### src/source/ecc_geometry_pkg.sv
package ecc_geometry_pkg;

	////////////////////////////////////////////////////////////////////////////
	// block geometry
	////////////////////////////////////////////////////////////////////////////

	// bytes per ECC block
	localparam int block_bytes = 128;

	// data path width
	localparam int byte_width = 8;

	// enough bits to address every byte of a block
	localparam int index_width = $clog2(block_bytes);

	////////////////////////////////////////////////////////////////////////////
	// data and parity types
	////////////////////////////////////////////////////////////////////////////

	// one host byte
	typedef logic [byte_width-1:0] data_byte_t;

	// byte position inside the block
	typedef logic [index_width-1:0] byte_index_t;

	// parity of each byte, bit n for byte n
	typedef logic [block_bytes-1:0] line_parity_t;

endpackage

### src/source/ecc_format_pkg.sv
package ecc_format_pkg;

	////////////////////////////////////////////////////////////////////////////
	// code word layout
	////////////////////////////////////////////////////////////////////////////

	localparam int column_code_width = 8;
	localparam int line_code_width = 16;

	// unused top bits of both codes read as ones
	localparam logic pad_value = 1'b1;

	// bits 5:0 folded column parity, 7:6 pad
	typedef logic [column_code_width-1:0] column_code_t;

	// bits 13:0 folded line parity, 15:14 pad
	typedef logic [line_code_width-1:0] line_code_t;

	////////////////////////////////////////////////////////////////////////////
	// emission
	////////////////////////////////////////////////////////////////////////////

	// tag carried with every ECC byte
	typedef enum logic [1:0] {slot_line_lo, slot_line_hi, slot_column} ecc_slot_t;

	typedef enum logic [1:0] {emit_idle, emit_line_lo, emit_line_hi, emit_column} emit_state_t;

endpackage

### src/source/parity_accumulator.sv
`timescale 1ns/1ps

module parity_accumulator
(
	input logic clk,
	input logic rst,
	input ecc_geometry_pkg::data_byte_t data_byte,
	input logic data_valid,
	input logic block_restart,
	output logic block_done,
	output ecc_geometry_pkg::data_byte_t column_parity,
	output ecc_geometry_pkg::line_parity_t line_parity
);

	ecc_geometry_pkg::byte_index_t byte_index;
	ecc_geometry_pkg::data_byte_t column_acc;
	ecc_geometry_pkg::line_parity_t line_acc;

	// accumulator values including the byte on the bus
	ecc_geometry_pkg::data_byte_t column_with_byte;
	ecc_geometry_pkg::line_parity_t line_with_byte;

	logic take_byte;
	logic last_byte;

	// restart drops a byte strobed in the same cycle
	assign take_byte = data_valid && !block_restart;
	assign last_byte = byte_index ==
		ecc_geometry_pkg::byte_index_t'(ecc_geometry_pkg::block_bytes - 1);

	always_comb
	begin
		column_with_byte = column_acc ^ data_byte;
		line_with_byte = line_acc;
		line_with_byte[byte_index] = ^data_byte;
	end

	////////////////////////////////////////////////////////////////////////////
	// running parity
	////////////////////////////////////////////////////////////////////////////

	always_ff @(posedge clk or posedge rst)
	begin
		if (rst)
		begin
			byte_index <= '0;
			column_acc <= '0;
			line_acc <= '0;
			block_done <= 1'b0;
		end
		else
		begin
			block_done <= take_byte && last_byte;
			if (block_restart)
			begin
				byte_index <= '0;
				column_acc <= '0;
				line_acc <= '0;
			end
			else if (data_valid)
			begin
				// index wraps to 0 after the last byte
				byte_index <= byte_index + ecc_geometry_pkg::byte_index_t'(1);
				if (last_byte)
				begin
					column_acc <= '0;
					line_acc <= '0;
				end
				else
				begin
					column_acc <= column_with_byte;
					line_acc <= line_with_byte;
				end
			end
		end
	end

	////////////////////////////////////////////////////////////////////////////
	// block snapshot
	////////////////////////////////////////////////////////////////////////////

	// held until the next block completes
	always_ff @(posedge clk)
	begin
		if (take_byte && last_byte)
		begin
			column_parity <= column_with_byte;
			line_parity <= line_with_byte;
		end
	end

	// a block is at least 128 strobes long
	block_done_single: assert property (
		@(posedge clk) disable iff (rst)
		block_done |=> !block_done
	)
	else $error("block_done high in consecutive cycles");

endmodule

### src/source/parity_folder.sv
`timescale 1ns/1ps

module parity_folder
(
	input logic clk,
	input logic rst,
	input logic block_done,
	input ecc_geometry_pkg::data_byte_t column_parity,
	input ecc_geometry_pkg::line_parity_t line_parity,
	output logic code_valid,
	output ecc_format_pkg::column_code_t column_code,
	output ecc_format_pkg::line_code_t line_code
);

	ecc_format_pkg::column_code_t column_fold;
	ecc_format_pkg::line_code_t line_fold;

	// codes are unknown until the first fold
	logic code_seen;

	////////////////////////////////////////////////////////////////////////////
	// hamming fold
	////////////////////////////////////////////////////////////////////////////

	// address bit k of each position picks code bit 2k (bit clear) or 2k+1 (bit set)
	always_comb
	begin
		column_fold = '0;
		for (int b = 0; b < ecc_geometry_pkg::byte_width; b++)
		begin
			for (int k = 0; k < $clog2(ecc_geometry_pkg::byte_width); k++)
			begin
				if (b[k])
					column_fold[2*k+1] = column_fold[2*k+1] ^ column_parity[b];
				else
					column_fold[2*k] = column_fold[2*k] ^ column_parity[b];
			end
		end
		for (int p = 2 * $clog2(ecc_geometry_pkg::byte_width);
			p < ecc_format_pkg::column_code_width; p++)
			column_fold[p] = ecc_format_pkg::pad_value;
	end

	// same rule over the byte index
	always_comb
	begin
		line_fold = '0;
		for (int i = 0; i < ecc_geometry_pkg::block_bytes; i++)
		begin
			for (int k = 0; k < ecc_geometry_pkg::index_width; k++)
			begin
				if (i[k])
					line_fold[2*k+1] = line_fold[2*k+1] ^ line_parity[i];
				else
					line_fold[2*k] = line_fold[2*k] ^ line_parity[i];
			end
		end
		for (int p = 2 * ecc_geometry_pkg::index_width;
			p < ecc_format_pkg::line_code_width; p++)
			line_fold[p] = ecc_format_pkg::pad_value;
	end

	////////////////////////////////////////////////////////////////////////////
	// code registers
	////////////////////////////////////////////////////////////////////////////

	always_ff @(posedge clk or posedge rst)
	begin
		if (rst)
		begin
			code_valid <= 1'b0;
			code_seen <= 1'b0;
		end
		else
		begin
			code_valid <= block_done;
			if (block_done)
				code_seen <= 1'b1;
		end
	end

	always_ff @(posedge clk)
	begin
		if (block_done)
		begin
			column_code <= column_fold;
			line_code <= line_fold;
		end
	end

	// pads hold through every fold and every hold period
	pad_bits_set: assert property (
		@(posedge clk) disable iff (rst)
		code_seen |->
			column_code[ecc_format_pkg::column_code_width-1 -: 2] ==
				{2{ecc_format_pkg::pad_value}} &&
			line_code[ecc_format_pkg::line_code_width-1 -: 2] ==
				{2{ecc_format_pkg::pad_value}}
	)
	else $error("ECC pad bits lost");

endmodule

### src/source/ecc_byte_emitter.sv
`timescale 1ns/1ps

module ecc_byte_emitter
(
	input logic clk,
	input logic rst,
	input logic code_valid,
	input ecc_format_pkg::column_code_t column_code,
	input ecc_format_pkg::line_code_t line_code,
	output ecc_geometry_pkg::data_byte_t ecc_byte,
	output ecc_format_pkg::ecc_slot_t ecc_slot,
	output logic ecc_valid
);

	ecc_format_pkg::emit_state_t state;

	// private copy so the folder can move on
	ecc_format_pkg::column_code_t column_q;
	ecc_format_pkg::line_code_t line_q;

	////////////////////////////////////////////////////////////////////////////
	// FSM
	////////////////////////////////////////////////////////////////////////////

	always_ff @(posedge clk or posedge rst)
	begin
		if (rst)
			state <= ecc_format_pkg::emit_idle;
		else
		begin
			case (state)
				ecc_format_pkg::emit_idle:
				begin
					if (code_valid)
						state <= ecc_format_pkg::emit_line_lo;
				end
				ecc_format_pkg::emit_line_lo:
					state <= ecc_format_pkg::emit_line_hi;
				ecc_format_pkg::emit_line_hi:
					state <= ecc_format_pkg::emit_column;
				default:
					state <= ecc_format_pkg::emit_idle;
			endcase
		end
	end

	always_ff @(posedge clk)
	begin
		if (code_valid)
		begin
			column_q <= column_code;
			line_q <= line_code;
		end
	end

	////////////////////////////////////////////////////////////////////////////
	// byte select
	////////////////////////////////////////////////////////////////////////////

	always_comb
	begin
		case (state)
			ecc_format_pkg::emit_line_lo:
			begin
				ecc_byte = line_q[ecc_geometry_pkg::byte_width-1:0];
				ecc_slot = ecc_format_pkg::slot_line_lo;
			end
			ecc_format_pkg::emit_line_hi:
			begin
				ecc_byte = line_q[ecc_format_pkg::line_code_width-1 -: ecc_geometry_pkg::byte_width];
				ecc_slot = ecc_format_pkg::slot_line_hi;
			end
			ecc_format_pkg::emit_column:
			begin
				ecc_byte = column_q;
				ecc_slot = ecc_format_pkg::slot_column;
			end
			default:
			begin
				ecc_byte = '0;
				ecc_slot = ecc_format_pkg::slot_line_lo;
			end
		endcase
	end

	assign ecc_valid = state != ecc_format_pkg::emit_idle;

	// a new code must not cut into a running emission
	no_overrun: assert property (
		@(posedge clk) disable iff (rst)
		code_valid |-> state == ecc_format_pkg::emit_idle
	)
	else $error("code_valid during ECC emission");

endmodule

### src/source/nand_ecc_gen.sv
`timescale 1ns/1ps

module nand_ecc_gen
(
	input logic clk,
	input logic rst,
	input ecc_geometry_pkg::data_byte_t data_byte,
	input logic data_valid,
	input logic block_restart,
	output ecc_geometry_pkg::data_byte_t ecc_byte,
	output ecc_format_pkg::ecc_slot_t ecc_slot,
	output logic ecc_valid
);

	// accumulator to folder
	logic block_done;
	ecc_geometry_pkg::data_byte_t column_parity;
	ecc_geometry_pkg::line_parity_t line_parity;

	// folder to emitter
	logic code_valid;
	ecc_format_pkg::column_code_t column_code;
	ecc_format_pkg::line_code_t line_code;

	parity_accumulator u_accumulator
	(
		.clk(clk),
		.rst(rst),
		.data_byte(data_byte),
		.data_valid(data_valid),
		.block_restart(block_restart),
		.block_done(block_done),
		.column_parity(column_parity),
		.line_parity(line_parity)
	);

	parity_folder u_folder
	(
		.clk(clk),
		.rst(rst),
		.block_done(block_done),
		.column_parity(column_parity),
		.line_parity(line_parity),
		.code_valid(code_valid),
		.column_code(column_code),
		.line_code(line_code)
	);

	// three bytes out, starting two cycles after block_done
	ecc_byte_emitter u_emitter
	(
		.clk(clk),
		.rst(rst),
		.code_valid(code_valid),
		.column_code(column_code),
		.line_code(line_code),
		.ecc_byte(ecc_byte),
		.ecc_slot(ecc_slot),
		.ecc_valid(ecc_valid)
	);

endmodule

### config.mk
export PLATFORM = sky130hd
export DESIGN_NAME = nand_ecc_gen
export DESIGN_NICKNAME = d
export VERILOG_FILES = /design/src/source/ecc_geometry_pkg.sv /design/src/source/ecc_format_pkg.sv /design/src/source/parity_accumulator.sv /design/src/source/parity_folder.sv /design/src/source/ecc_byte_emitter.sv /design/src/source/nand_ecc_gen.sv
export SDC_FILE = /design/constraint.sdc
export NUM_CORES = 1
export LEC_CHECK = 0
export ABC_AREA = 1
export CORE_ASPECT_RATIO = 1.75
export CORE_UTILIZATION = 40
export DETAILED_ROUTE_END_ITERATION = 6
export DONT_BUFFER_PORTS = 1
export GPL_TIMING_DRIVEN = 0
export PLACE_DENSITY = 0.61
export SLEW_MARGIN = 25
export SYNTH_ARGS = -nofsm -noshare
export SYNTH_HDL_FRONTEND = slang
export SYNTH_HIERARCHICAL = 1
export SYNTH_SLANG_ARGS = --single-unit
### constraint.sdc
create_clock -name clk -period 13.11 [get_ports clk]
set_input_delay 1.9665 -clock clk [delete_from_list [all_inputs] [get_ports clk]]
set_output_delay 1.9665 -clock clk [all_outputs]
set_load 0.01 [all_outputs]
==> impl_results.md, run 1 <==
* Hold-fix buffers at CTS at 0
* Worst setup EP type: flip-flop
* Seq/Total Area, Yosys at 39.64%
* Die ar. at 58290 µm²
* Ant diodes at 0
* Footprint of the multi-input gates at 12020 µm²
* Root Buffer: clkbuf_16
* Final instance area at 25060 µm²
* Clk slew on worst S/H paths at 70 ps
* Layout cell share with drive strength beyond 1 at 9.727%
* Total of max-cap violations at 0
* Critical path class: input port to flip-flop
* Worst Setup Start Kind: input port
* Sw frac at 25.04%
* Worst-Margin Slew at 917.0 ps
* Clk_skew at 35.49 ps
* Cell internal pwr at 1.633 mW
* TritonCTS clock tree: done
* Pin count of the biggest net entering global routing at 86
* PwrDens at 86.96 nW/µm²
* IO buf count at 0
* Overall power at 2.179 mW
* Sequential share of power at 50.1%
* Sum Neg Setup Slack at 0 ps
* Final non-filler cell total at 3834
* Post-DP Area at 24050 µm²
* Final ANT Viol Nets at 0
* Vias in the first global route at 17490
* First-pass GRT wire length at 103400 µm
* Top-Level Pins at 23
* VDD IR max at 0.08261 mV
* Final net count at 3069
* Avg Cell Area, Syn at 7.650 µm²
* Initial drt markers at 1177
* Final worst-path cycle share at 29.37%
* Clk buf depth at 3
* Minimum hold slack at 409.7 ps
* Total CTS buffers at 31
* Skew-Pair Late Insertion Delay at 620 ps
* Internal reg-to-reg setup slack at 9630 ps
* # DRC at 0
* DP Wirelength at 54810 µm
* Post-CTS setup buffer count at 0
* Final worst slack at 9259 ps
* CP Data Arrival Time at 4140 ps
* Layout area overhead at 9.341%
* H-tree depth at 1
* Cell total after placement at 3776
* Commonest cells after routing, fill and taps aside: nand2_1 (947), nand3_1 (397), inv_1 (273)
* RSZ-0062 raised after global routing: false
* Total track usage at 23.95%
* CTS resizes at 0
* Most common cell after layout, fill and taps aside: nand2_1
* DP Worst Slack at 8664 ps
* Yosys warnings at 6
* Die Y at 318.7 µm
* Initial Util at 40.63%
* Reg area at 9084 µm²
* Initial antenna violation count at 0
* Fill cell count at 5715
* Tmin final at 3851 ps
* Synth unique cells at 35
* Seq cells post-synth at 327
* Core ar. at 56400 µm²
* Hold Path Class: flip-flop to flip-flop
* Max_slew headroom at 38.87%
* DRT Wirelength at 69250 µm
* Highest clock rate at 0.2597 GHz
* Clock group share of total power at 41.5%
* Net Switching at 0.5457 mW
* CP required at 13400 ps
* FP Rows at 115
* Leakage power at 12.49 nW
* Max Fanout on Critical Path at 10
* Wire per inst at 18.06 µm
* Outcome: complete, no violations
* DRT Pass-1 Iters at 6
* Gpl congestion at 0.9924
* Slew Limit Fails at 0
* Total gr overflow at 0
* Cell area after synthesis at 22920 µm²
* Via count at 18770
* Fin. Hold Viols at 0
* Fin util at 44.43%
* Combinational share of power at 8.4%
* Chip width at 182.9 µm
* Final setup fails at 0
* Clk sinks at 327
* DR vias/cell at 4.896
* Post-Syn Instances at 2996
-- cells in the mapped netlist, drive strengths merged --
master / number / share of area (%)
o21ai: 14 / 0.31
a21oi: 5 / 0.11
dfrtp: 147 / 16
buf: 111 / 2.9
xnor3: 2 / 0.20
clkbuf: 29 / 0.52
nand2: 957 / 16
a21o: 4 / 0.13
nand4: 9 / 0.25
nand3: 404 / 9.0
conb: 1 / 0.016
a31oi: 1 / 0.027
inv: 277 / 4.5
xnor2: 233 / 9.2
nor2: 150 / 2.5
and2: 128 / 3.5
nand3b: 32 / 1.0
nand2b: 1 / 0.027
edfxtp: 180 / 24
ha: 8 / 0.44
or2: 149 / 4.1
nor3: 3 / 0.065
xor2: 150 / 5.8
a22oi: 1 / 0.033
-- power by group through the flow --
stage | Combinational [mW] | Clock [mW] | Sequential (mW)
floorplan | 0.128 | 0 | 1.11
finish | 0.182 | 0.904 | 1.09
global placement | 0.184 | 0 | 1.11
global route | 0.202 | 0.961 | 1.09
CTS | 0.186 | 0.930 | 1.09
detailed placement | 0.186 | 0 | 1.11
-- per-layer routing --
| layer | GRT usage [%] | wire (µm) | vias to the layer above | part of all wire [%] |
|---|---|---|---|---|
| li1 | - | - | 9468 | - |
| met1 | 24.93 | 24990 | 8600 | 36 |
| met2 | 43.65 | 35370 | 495 | 51 |
| met3 | 2.299 | 2780 | 210 | 4.0 |
| met4 | 18.61 | 6107 | 0 | 8.8 |
| met5 | 0 | 0 | - | 0 |
-- final cells by class --
cell class,instances,share of cell area (%)
Multi-Input combinational cell,2255,47.98
Sequential cell,327,36.25
Inverter,277,4.179
Tap cell,760,3.795
Clock buffer,44,3.410
Buffer,140,3.141
Timing Repair Buffer,17,0.6341
Clock inverter,14,0.6091
-- critical path, cell delays in order --
cell    delay, ps
inv_1          50
nor3_2        590
buf_4         330
buf_4         220
buf_4         210
buf_4         190
buf_6         160
buf_4         190
buf_4         220
-- registers in the layout (all words and copies together), names as in the netlist --
signal / count
u_folder/code_valid: 1
u_accumulator/column_acc: 8
u_emitter/line_q: 16
u_accumulator/byte_index: 7
u_accumulator/column_parity: 8
u_emitter/column_q: 8
u_folder/column_code: 6
u_accumulator/block_done: 1
u_emitter/state: 2
u_accumulator/line_parity: 128
u_folder/line_code: 14
u_accumulator/line_acc: 128
-- logic make-up after synthesis --
family | share of synthesized area (%)
other | 0.01636
xor gates and xnor gates | 15.16
buffers and inverters | 7.971
DFF | 39.64
adders and majority gates | 0.4368
and+or+nand+nor | 36.17
AOI/OAI and AO/OA | 0.6060
-- path summary, 6_finish.rpt --
path / start / to / cells past startpoint
min in group asynchronous: rst / u_folder/code_valid$_DFF_PP0_ / 1
max reg2reg: u_accumulator/byte_index[0]$_DFFE_PP0P_ / u_accumulator/line_parity[106]$_DFFE_PP_ / 12
min: u_folder/line_code[3]$_DFFE_PP_ / u_emitter/line_q[3]$_DFFE_PP_ / 0
min reg2reg: u_folder/line_code[3]$_DFFE_PP_ / u_emitter/line_q[3]$_DFFE_PP_ / 0
max: data_valid / u_accumulator/line_parity[106]$_DFFE_PP_ / 9
max in group asynchronous: rst / u_accumulator/line_acc[107]$_DFFE_PP0P_ / 2
(Power assumes the default switching activity.)
==> run 2, diff against run 1 <==
--- a/config.mk
+++ b/config.mk
@@ -5,13 +5,13 @@
 export SDC_FILE = /design/constraint.sdc
 export NUM_CORES = 1
 export LEC_CHECK = 0
-export ABC_AREA = 1
+export ABC_AREA = 0
 export CORE_ASPECT_RATIO = 1.75
 export CORE_UTILIZATION = 40
 export DETAILED_ROUTE_END_ITERATION = 6
 export DONT_BUFFER_PORTS = 1
 export GPL_TIMING_DRIVEN = 0
-export PLACE_DENSITY = 0.61
+export PLACE_DENSITY = 0.63
 export SLEW_MARGIN = 25
 export SYNTH_ARGS = -nofsm -noshare
 export SYNTH_HDL_FRONTEND = slang
==> constraint.sdc (replaced) <==
create_clock -name clk -period 3.13 [get_ports clk]
set_input_delay 0.4695 -clock clk [delete_from_list [all_inputs] [get_ports clk]]
set_output_delay 0.4695 -clock clk [all_outputs]
set_load 0.01 [all_outputs]
==> impl_results.md, run 2 <==
* PwrDens at 462.6 nW/µm² (+430%)
* Initial drt markers at 1356 (+15%)
* Final worst slack at 97.04 ps (-9162 ps)
* Total of max-cap violations at 0 (unchanged)
* Most common cell after layout, fill and taps aside: o21ai_0
* Reg-to-reg critical path startpoint: u_accumulator/byte_index[4]$_DFFE_PP0P_
* Final worst-path cycle share at 96.90%
* Final instance area at 19430 µm² (-22%)
* First-pass GRT wire length at 79840 µm (-23%)
* Share of the synthesized area in the top cell type at 30.91% (+7.3 points)
* TritonCTS clock tree: done
* Vias in the first global route at 12620 (-28%)
* Worst r2r dst: u_accumulator/line_parity[74]$_DFFE_PP_
* Initial Util at 40.46% (-0.17 points)
* Post-synth top cells: o21ai_0 (281), nand2_1 (264), xnor2_1 (245), edfxtp_1 (180), dfrtp_1 (147)
* Yosys top cell by area: edfxtp_1
* Synth Flop Type: edfxtp_1
* Seq cells post-synth at 327 (unchanged)
* Clk sinks at 327 (unchanged)
* DP Worst Slack at 49.61 ps (-8615 ps)
* IO buf count at 0 (unchanged)
* H-tree depth at 1 (unchanged)
* Start point of the critical path: u_accumulator/byte_index[4]$_DFFE_PP0P_
* Fin. Hold Viols at 0 (unchanged)
* Total gr overflow at 0 (unchanged)
* Worst-Margin Slew at 1157 ps (+240.2 ps)
* Synth unique cells at 40 (+14%)
* Skew-Pair Late Insertion Delay at 570 ps (-50 ps)
* Yosys warnings at 6 (unchanged)
* Chip width at 160.1 µm (-13%)
* Total track usage at 24.21% (+0.25 points)
* VDD IR max at 0.3913 mV (+370%)
* Most frequent cell after synthesis: o21ai_0
* Commonest cells after routing, fill and taps aside: o21ai_0 (281), nand2_1 (264), xnor2_1 (245)
* Core ar. at 43220 µm² (-23%)
* CP required at 3390 ps (-10010 ps)
* Avg Cell Area, Syn at 10.42 µm² (+36%)
* Gpl congestion at 0.9972 (+0.48%)
* Wire per inst at 23.28 µm (+29%)
* Clk_skew at 13.83 ps (-21.66 ps)
* Seq/Total Area, Yosys at 51.94% (+12 points)
* Slew Limit Fails at 0 (unchanged)
* Max stage delay on crit path at 500 ps (-90 ps)
* Worst setup EP type: flip-flop
* FP Rows at 101 (-12%)
* Pin count of the biggest net entering global routing at 46 (-47%)
* Via count at 12960 (-31%)
* DP Wirelength at 40050 µm (-27%)
* CP Data Arrival Time at 3290 ps (-850 ps)
* DRT Pass-1 Iters at 6 (unchanged)
* Final setup fails at 0 (unchanged)
* Synth area leaders: edfxtp_1 (31%), dfrtp_1 (21%), xnor2_1 (12%)
* Cell area after synthesis at 17490 µm² (-24%)
* Clk buf depth at 3 (unchanged)
* Final non-filler cell total at 2312 (-40%)
* Fin util at 44.96% (+0.54 points)
* Crit path depth at 8 (-1)
* Layout area overhead at 11.12%
* Ant diodes at 0 (unchanged)
* Buf/Inv on CP at 6 (-2)
* CP delay by family, top: buffers and inverters
* Layout cell share with drive strength beyond 1 at 6.472% (-3.3 points)
* Post-DP Area at 18440 µm² (-23%)
* Max Fanout on Critical Path at 45 (+35)
* Hold Path Class: input port to flip-flop
* Highest clock rate at 0.3297 GHz
* CTS resizes at 0 (unchanged)
* Outcome: complete, no violations
* Post-Syn Instances at 1678 (-44%)
* Leakage power at 6.912 nW (-45%)
* Worst Setup Start Kind: flip-flop
* Clk slew on worst S/H paths at 70 ps (about the same)
* CP Capture Point: u_accumulator/line_parity[74]$_DFFE_PP_
* Largest regs: u_accumulator/line_acc (128), u_accumulator/line_parity (128), u_emitter/line_q (16)
* Cell-by-cell trace of the critical path: buf_4 -> and4_4 -> buf_6 -> clkbuf_1 -> and3b_4 -> buf_12 -> buf_12 -> buf_12
* Die Y at 278.6 µm (-13%)
* DR vias/cell at 5.605 (+14%)
* Tmin final at 3033 ps
* CP most frequent cell: buf_12
* # DRC at 0 (unchanged)
* Internal reg-to-reg setup slack at 100 ps (-9530 ps)
* Critical path class: flip-flop to flip-flop
* RSZ-0062 raised after global routing: false
* Final net count at 1744 (-43%)
* Top-Level Pins at 23 (unchanged)
* Cell total after placement at 2256 (-40%)
* Die ar. at 44590 µm² (-24%)
* EDFF count, synth at 180 (unchanged)
* Final ANT Viol Nets at 0 (unchanged)
* Post-CTS setup buffer count at 0 (unchanged)
* DRT Wirelength at 53830 µm (-22%)
* Overall power at 8.990 mW (+310%)
* Max_slew headroom at 22.86% (-16 points)
* Async set or reset register ratio after synthesis at 44.95% (unchanged)
* Initial antenna violation count at 1 (+1)
* Reg2reg path depth at 8 (-4)
* Total CTS buffers at 29 (-6.5%)
* Root Buffer: clkbuf_16
* Slowest stage cell on the critical path: clkbuf_1
run 2: final cells by class:
class	instances	area [µm²]
clock inverters	19	207.7
clock buffers	34	744.5
flip-flops and latches	327	9085
multi-input cells	1230	7826
fillers	4044	23790
well taps	566	708.2
plain buffers	118	606.8
repair buffers	11	224.0
inverters	7	30.03
run 2: worst min path at each step:
stage / startpoint / endpoint / slack [ps] / cells after the start
after floorplan: rst / u_folder/code_valid$_DFF_PP0_ / 200 / 1
after global placement: rst / u_folder/code_valid$_DFF_PP0_ / 200 / 1
after detailed placement: rst / u_folder/code_valid$_DFF_PP0_ / 210 / 1
after CTS: data_byte[6] / u_accumulator/column_acc[6]$_DFFE_PP0P_ / 40 / 2
after global routing: data_byte[4] / u_accumulator/column_acc[4]$_DFFE_PP0P_ / 60 / 2
final: data_byte[7] / u_accumulator/column_acc[7]$_DFFE_PP0P_ / 50 / 2
run 2: routing by layer:
metal	routed length (µm)	track usage [%]	vias up
met4	4099	16.00	2
met2	28290	44.55	629
met5	15	0	-
met1	17980	25.56	6242
li1	-	-	5898
met3	3442	3.219	187
run 2: report_power, final:
part / internal, mW / switching, mW / leakage, nW
registers: 4.53 / 0.00888 / 3.57
logic: 0.169 / 0.620 / 2.89
clock network: 2.04 / 1.63 / 0.453
run 2: logic make-up (layout without fill, tap and decap cells):
kind of cell               count (synthesis)  after routing  synth area share [%]
AOI/OAI and AO/OA                        540            540                 15.74
buffers and inverters                    125            189                 3.606
adders and majority gates                  8              8                0.5724
DFF                                      327            327                 51.94
and+or+nand+nor                          331            332                 7.605
xor gates and xnor gates                 344            344                 20.39
muxes                                      2              2                0.1216
other                                      1              4               0.02144
run 2: worst reg2reg max path: cells and delay by family, from the launching register on:
family / cells / cell delay, ps
buffers and inverters: 6 / 1650
DFF: 1 / 330
and+or+nand+nor: 2 / 730
run 2: timing repair:
item | CTS | global route
endpoints found under the hold margin | 14 | 0
endpoints found under the setup margin | 0 | 33
hold buffers | 1 | 0
run 2: stage by stage:
step	hold slack (ps)	TNS (ps)
CTS	36.59	0
floorplan	198.2	0
global route	55.50	0
finish	49.56	0
detailed placement	207.7	0
global placement	200.3	-84460
==> run 3, diff against run 2 <==
--- a/config.mk
+++ b/config.mk
@@ -12,6 +12,7 @@
 export DONT_BUFFER_PORTS = 1
 export GPL_TIMING_DRIVEN = 0
 export PLACE_DENSITY = 0.63
+export RECOVER_POWER = 100
 export SLEW_MARGIN = 25
 export SYNTH_ARGS = -nofsm -noshare
 export SYNTH_HDL_FRONTEND = slang
==> impl_results.md, run 3 (synthesis gave the netlist of run 2 again) <==
* Worst-Margin Slew at 1425 ps (+267.5 ps)
* Worst setup EP type: flip-flop
* IO buf count at 0 (unchanged)
* Post-CTS setup buffer count at 0 (unchanged)
* TritonCTS clock tree: done
* Total track usage at 24.21% (unchanged)
* Outcome: complete, no violations
* Total gr overflow at 0 (unchanged)
* Clock group share of total power at 40.9% (+0.2 points)
* Combinational share of power at 8.5% (-0.3 points)
* Initial Util at 40.46% (unchanged)
* Ant diodes at 0 (unchanged)
* Via count at 12910 (-0.36%)
* Die Y at 278.6 µm (unchanged)
* Worst r2r dst: u_accumulator/line_parity[74]$_DFFE_PP_
* Internal reg-to-reg setup slack at 110 ps (about the same)
* Final setup fails at 0 (unchanged)
* Sum Neg Setup Slack at 0 ps (unchanged)
* Clk sinks at 327 (unchanged)
* H-tree depth at 1 (unchanged)
* RSZ-0062 raised after global routing: false
* Fill cell count at 4064 (+0.49%)
* Top-Level Pins at 23 (unchanged)
* First-pass GRT wire length at 79840 µm (unchanged)
* Wire per inst at 23.19 µm (-0.38%)
* Initial drt markers at 1379 (+1.7%)
* Layout cell share with drive strength beyond 1 at 5.785% (-0.69 points)
* Tmin final at 3019 ps (-13.69 ps)
* Pin count of the biggest net entering global routing at 46 (unchanged)
* Final net count at 1744 (unchanged)
* Clk buf depth at 3 (unchanged)
* Total of max-cap violations at 0 (unchanged)
* DP Wirelength at 40050 µm (unchanged)
* Reg-to-reg critical path startpoint: u_accumulator/byte_index[4]$_DFFE_PP0P_
* DRT Wirelength at 53630 µm (-0.38%)
* Skew-Pair Late Insertion Delay at 570 ps (about the same)
* Final ANT Viol Nets at 0 (unchanged)
* Sequential share of power at 50.7% (+0.2 points)
* DR vias/cell at 5.584 (-0.36%)
* CP Capture Point: u_accumulator/line_parity[74]$_DFFE_PP_
* Root Buffer: clkbuf_16
* Chip width at 160.1 µm (unchanged)
* Most common cell after layout, fill and taps aside: o21ai_0
* Max_slew headroom at 5.021% (-18 points)
* Highest clock rate at 0.3312 GHz (+0.45%)
* Gpl congestion at 0.9972 (unchanged)
* Net Switching at 2.241 mW (-0.69%)
* Start point of the critical path: u_accumulator/byte_index[4]$_DFFE_PP0P_
* PwrDens at 464.4 nW/µm² (+0.39%)
* Commonest cells after routing, fill and taps aside: o21ai_0 (390), nand2_1 (264), xnor2_1 (247)
* CP required at 3390 ps (about the same)
* Footprint of the multi-input gates at 7810 µm² (-0.21%)
* Slew Limit Fails at 0 (unchanged)
* Critical path class: flip-flop to flip-flop
* Layout area overhead at 10.30%
* Sw frac at 25.01% (-0.086 points)
* Leakage power at 6.887 nW (-0.37%)
* Vias in the first global route at 12620 (unchanged)
* Worst Setup Start Kind: flip-flop
* Cell internal pwr at 6.718 mW (-0.24%)
* Reg2reg path depth at 8 (unchanged)
* Largest regs: u_accumulator/line_acc (128), u_accumulator/line_parity (128), u_emitter/line_q (16)
* FP Rows at 101 (unchanged)
* Clk_skew at 10.39 ps (-3.442 ps)
* Initial antenna violation count at 1 (unchanged)
* CTS resizes at 0 (unchanged)
* Worst hold path depth at 2 (unchanged)
* DRT Pass-1 Iters at 6 (unchanged)
* Final instance area at 19290 µm² (-0.73%)
* CP Data Arrival Time at 3270 ps (-20 ps)
* Total CTS buffers at 29 (unchanged)
* Core ar. at 43220 µm² (unchanged)
* # DRC at 0 (unchanged)
* Post-DP Area at 18440 µm² (unchanged)
* Fin. Hold Viols at 0 (unchanged)
* Max Fanout on Critical Path at 45 (unchanged)
* Hold Path Class: input port to flip-flop
* Die ar. at 44590 µm² (unchanged)
* Reg area at 9084 µm² (about the same)
* VDD IR max at 0.3915 mV (about the same)
* Clk slew on worst S/H paths at 70 ps (about the same)
* Final worst-path cycle share at 96.46% (-0.44 points)
run 3: cell types whose count changed in the layout (fill, tap and decap cells not counted), sizes merged:
| cell | before | now |
|---|---|---|
| buf | 44 | 29 |
| clkbuf | 118 | 133 |
run 3: worst min-delay path by stage:
| stage | startpoint | to | slack [ps] |
|---|---|---|---|
| global route | data_byte[4] | u_accumulator/column_acc[4]$_DFFE_PP0P_ | 60 |
| detailed placement | rst | u_folder/code_valid$_DFF_PP0_ | 210 |
| global placement | rst | u_folder/code_valid$_DFF_PP0_ | 200 |
| CTS | data_byte[6] | u_accumulator/column_acc[6]$_DFFE_PP0P_ | 40 |
| floorplan | rst | u_folder/code_valid$_DFF_PP0_ | 200 |
| finish | data_byte[6] | u_accumulator/column_acc[6]$_DFFE_PP0P_ | 50 |
run 3: worst max-delay path, stage by stage (launching register included):
cell and delay (ps):
dfrtp_1 330, buf_4 170, and4_4 230, buf_6 140, clkbuf_1 490, and3b_4 500, buf_12 260, buf_12 270
buf_12 250
run 3: metal layers:
metal	vias to the layer above	global-route usage, %	part of all wire, %
met1	6231	25.56	33
li1	5882	-	-
met3	193	3.219	6.3
met2	603	44.55	53
met5	-	0	0.028
met4	2	16.00	7.7
run 3: layout make-up:
cell class / instances / share of cell area, %
sequential: 327 / 47.09
multi-input combinational: 1230 / 40.49
clock buffer: 34 / 3.859
tap: 566 / 3.671
buffer: 118 / 3.081
clock inverter: 19 / 1.077
timing repair buffer: 11 / 0.5903
inverter: 7 / 0.1427
run 3: power groups by stage:
stage	clock (mW)	combinational (mW)	sequential, mW
3_5_place_dp	0	0.763	4.63
3_3_place_gp	0	0.739	4.63
2_1_floorplan	0	0.437	4.63
4_1_cts	3.72	0.768	4.54
6_report	3.66	0.759	4.54
5_1_grt	3.87	0.804	4.54
run 3: timing repair:
item,4_1_cts,5_1_grt
hold endpoints to repair,14,0
setup endpoints to repair,0,33
hold buffers,1,0
run 3: metrics by stage:
| step | power, mW | cells | hold slack, ps | worst slack [ps] | utilization, % |
|---|---|---|---|---|---|
| after global placement | 5.366 | 2247 | 200.3 | -379.4 | 42.15 |
| after floorplan | 5.063 | 1681 | 198.2 | 421.7 | - |
| final | 8.958 | 2312 | 49.47 | 110.7 | 44.63 |
| after detailed placement | 5.390 | 2256 | 207.7 | 49.61 | 42.68 |
| after global routing | 9.211 | 2312 | 55.50 | 9.010 | 44.63 |
| after CTS | 9.026 | 2310 | 36.59 | 42.66 | 44.90 |
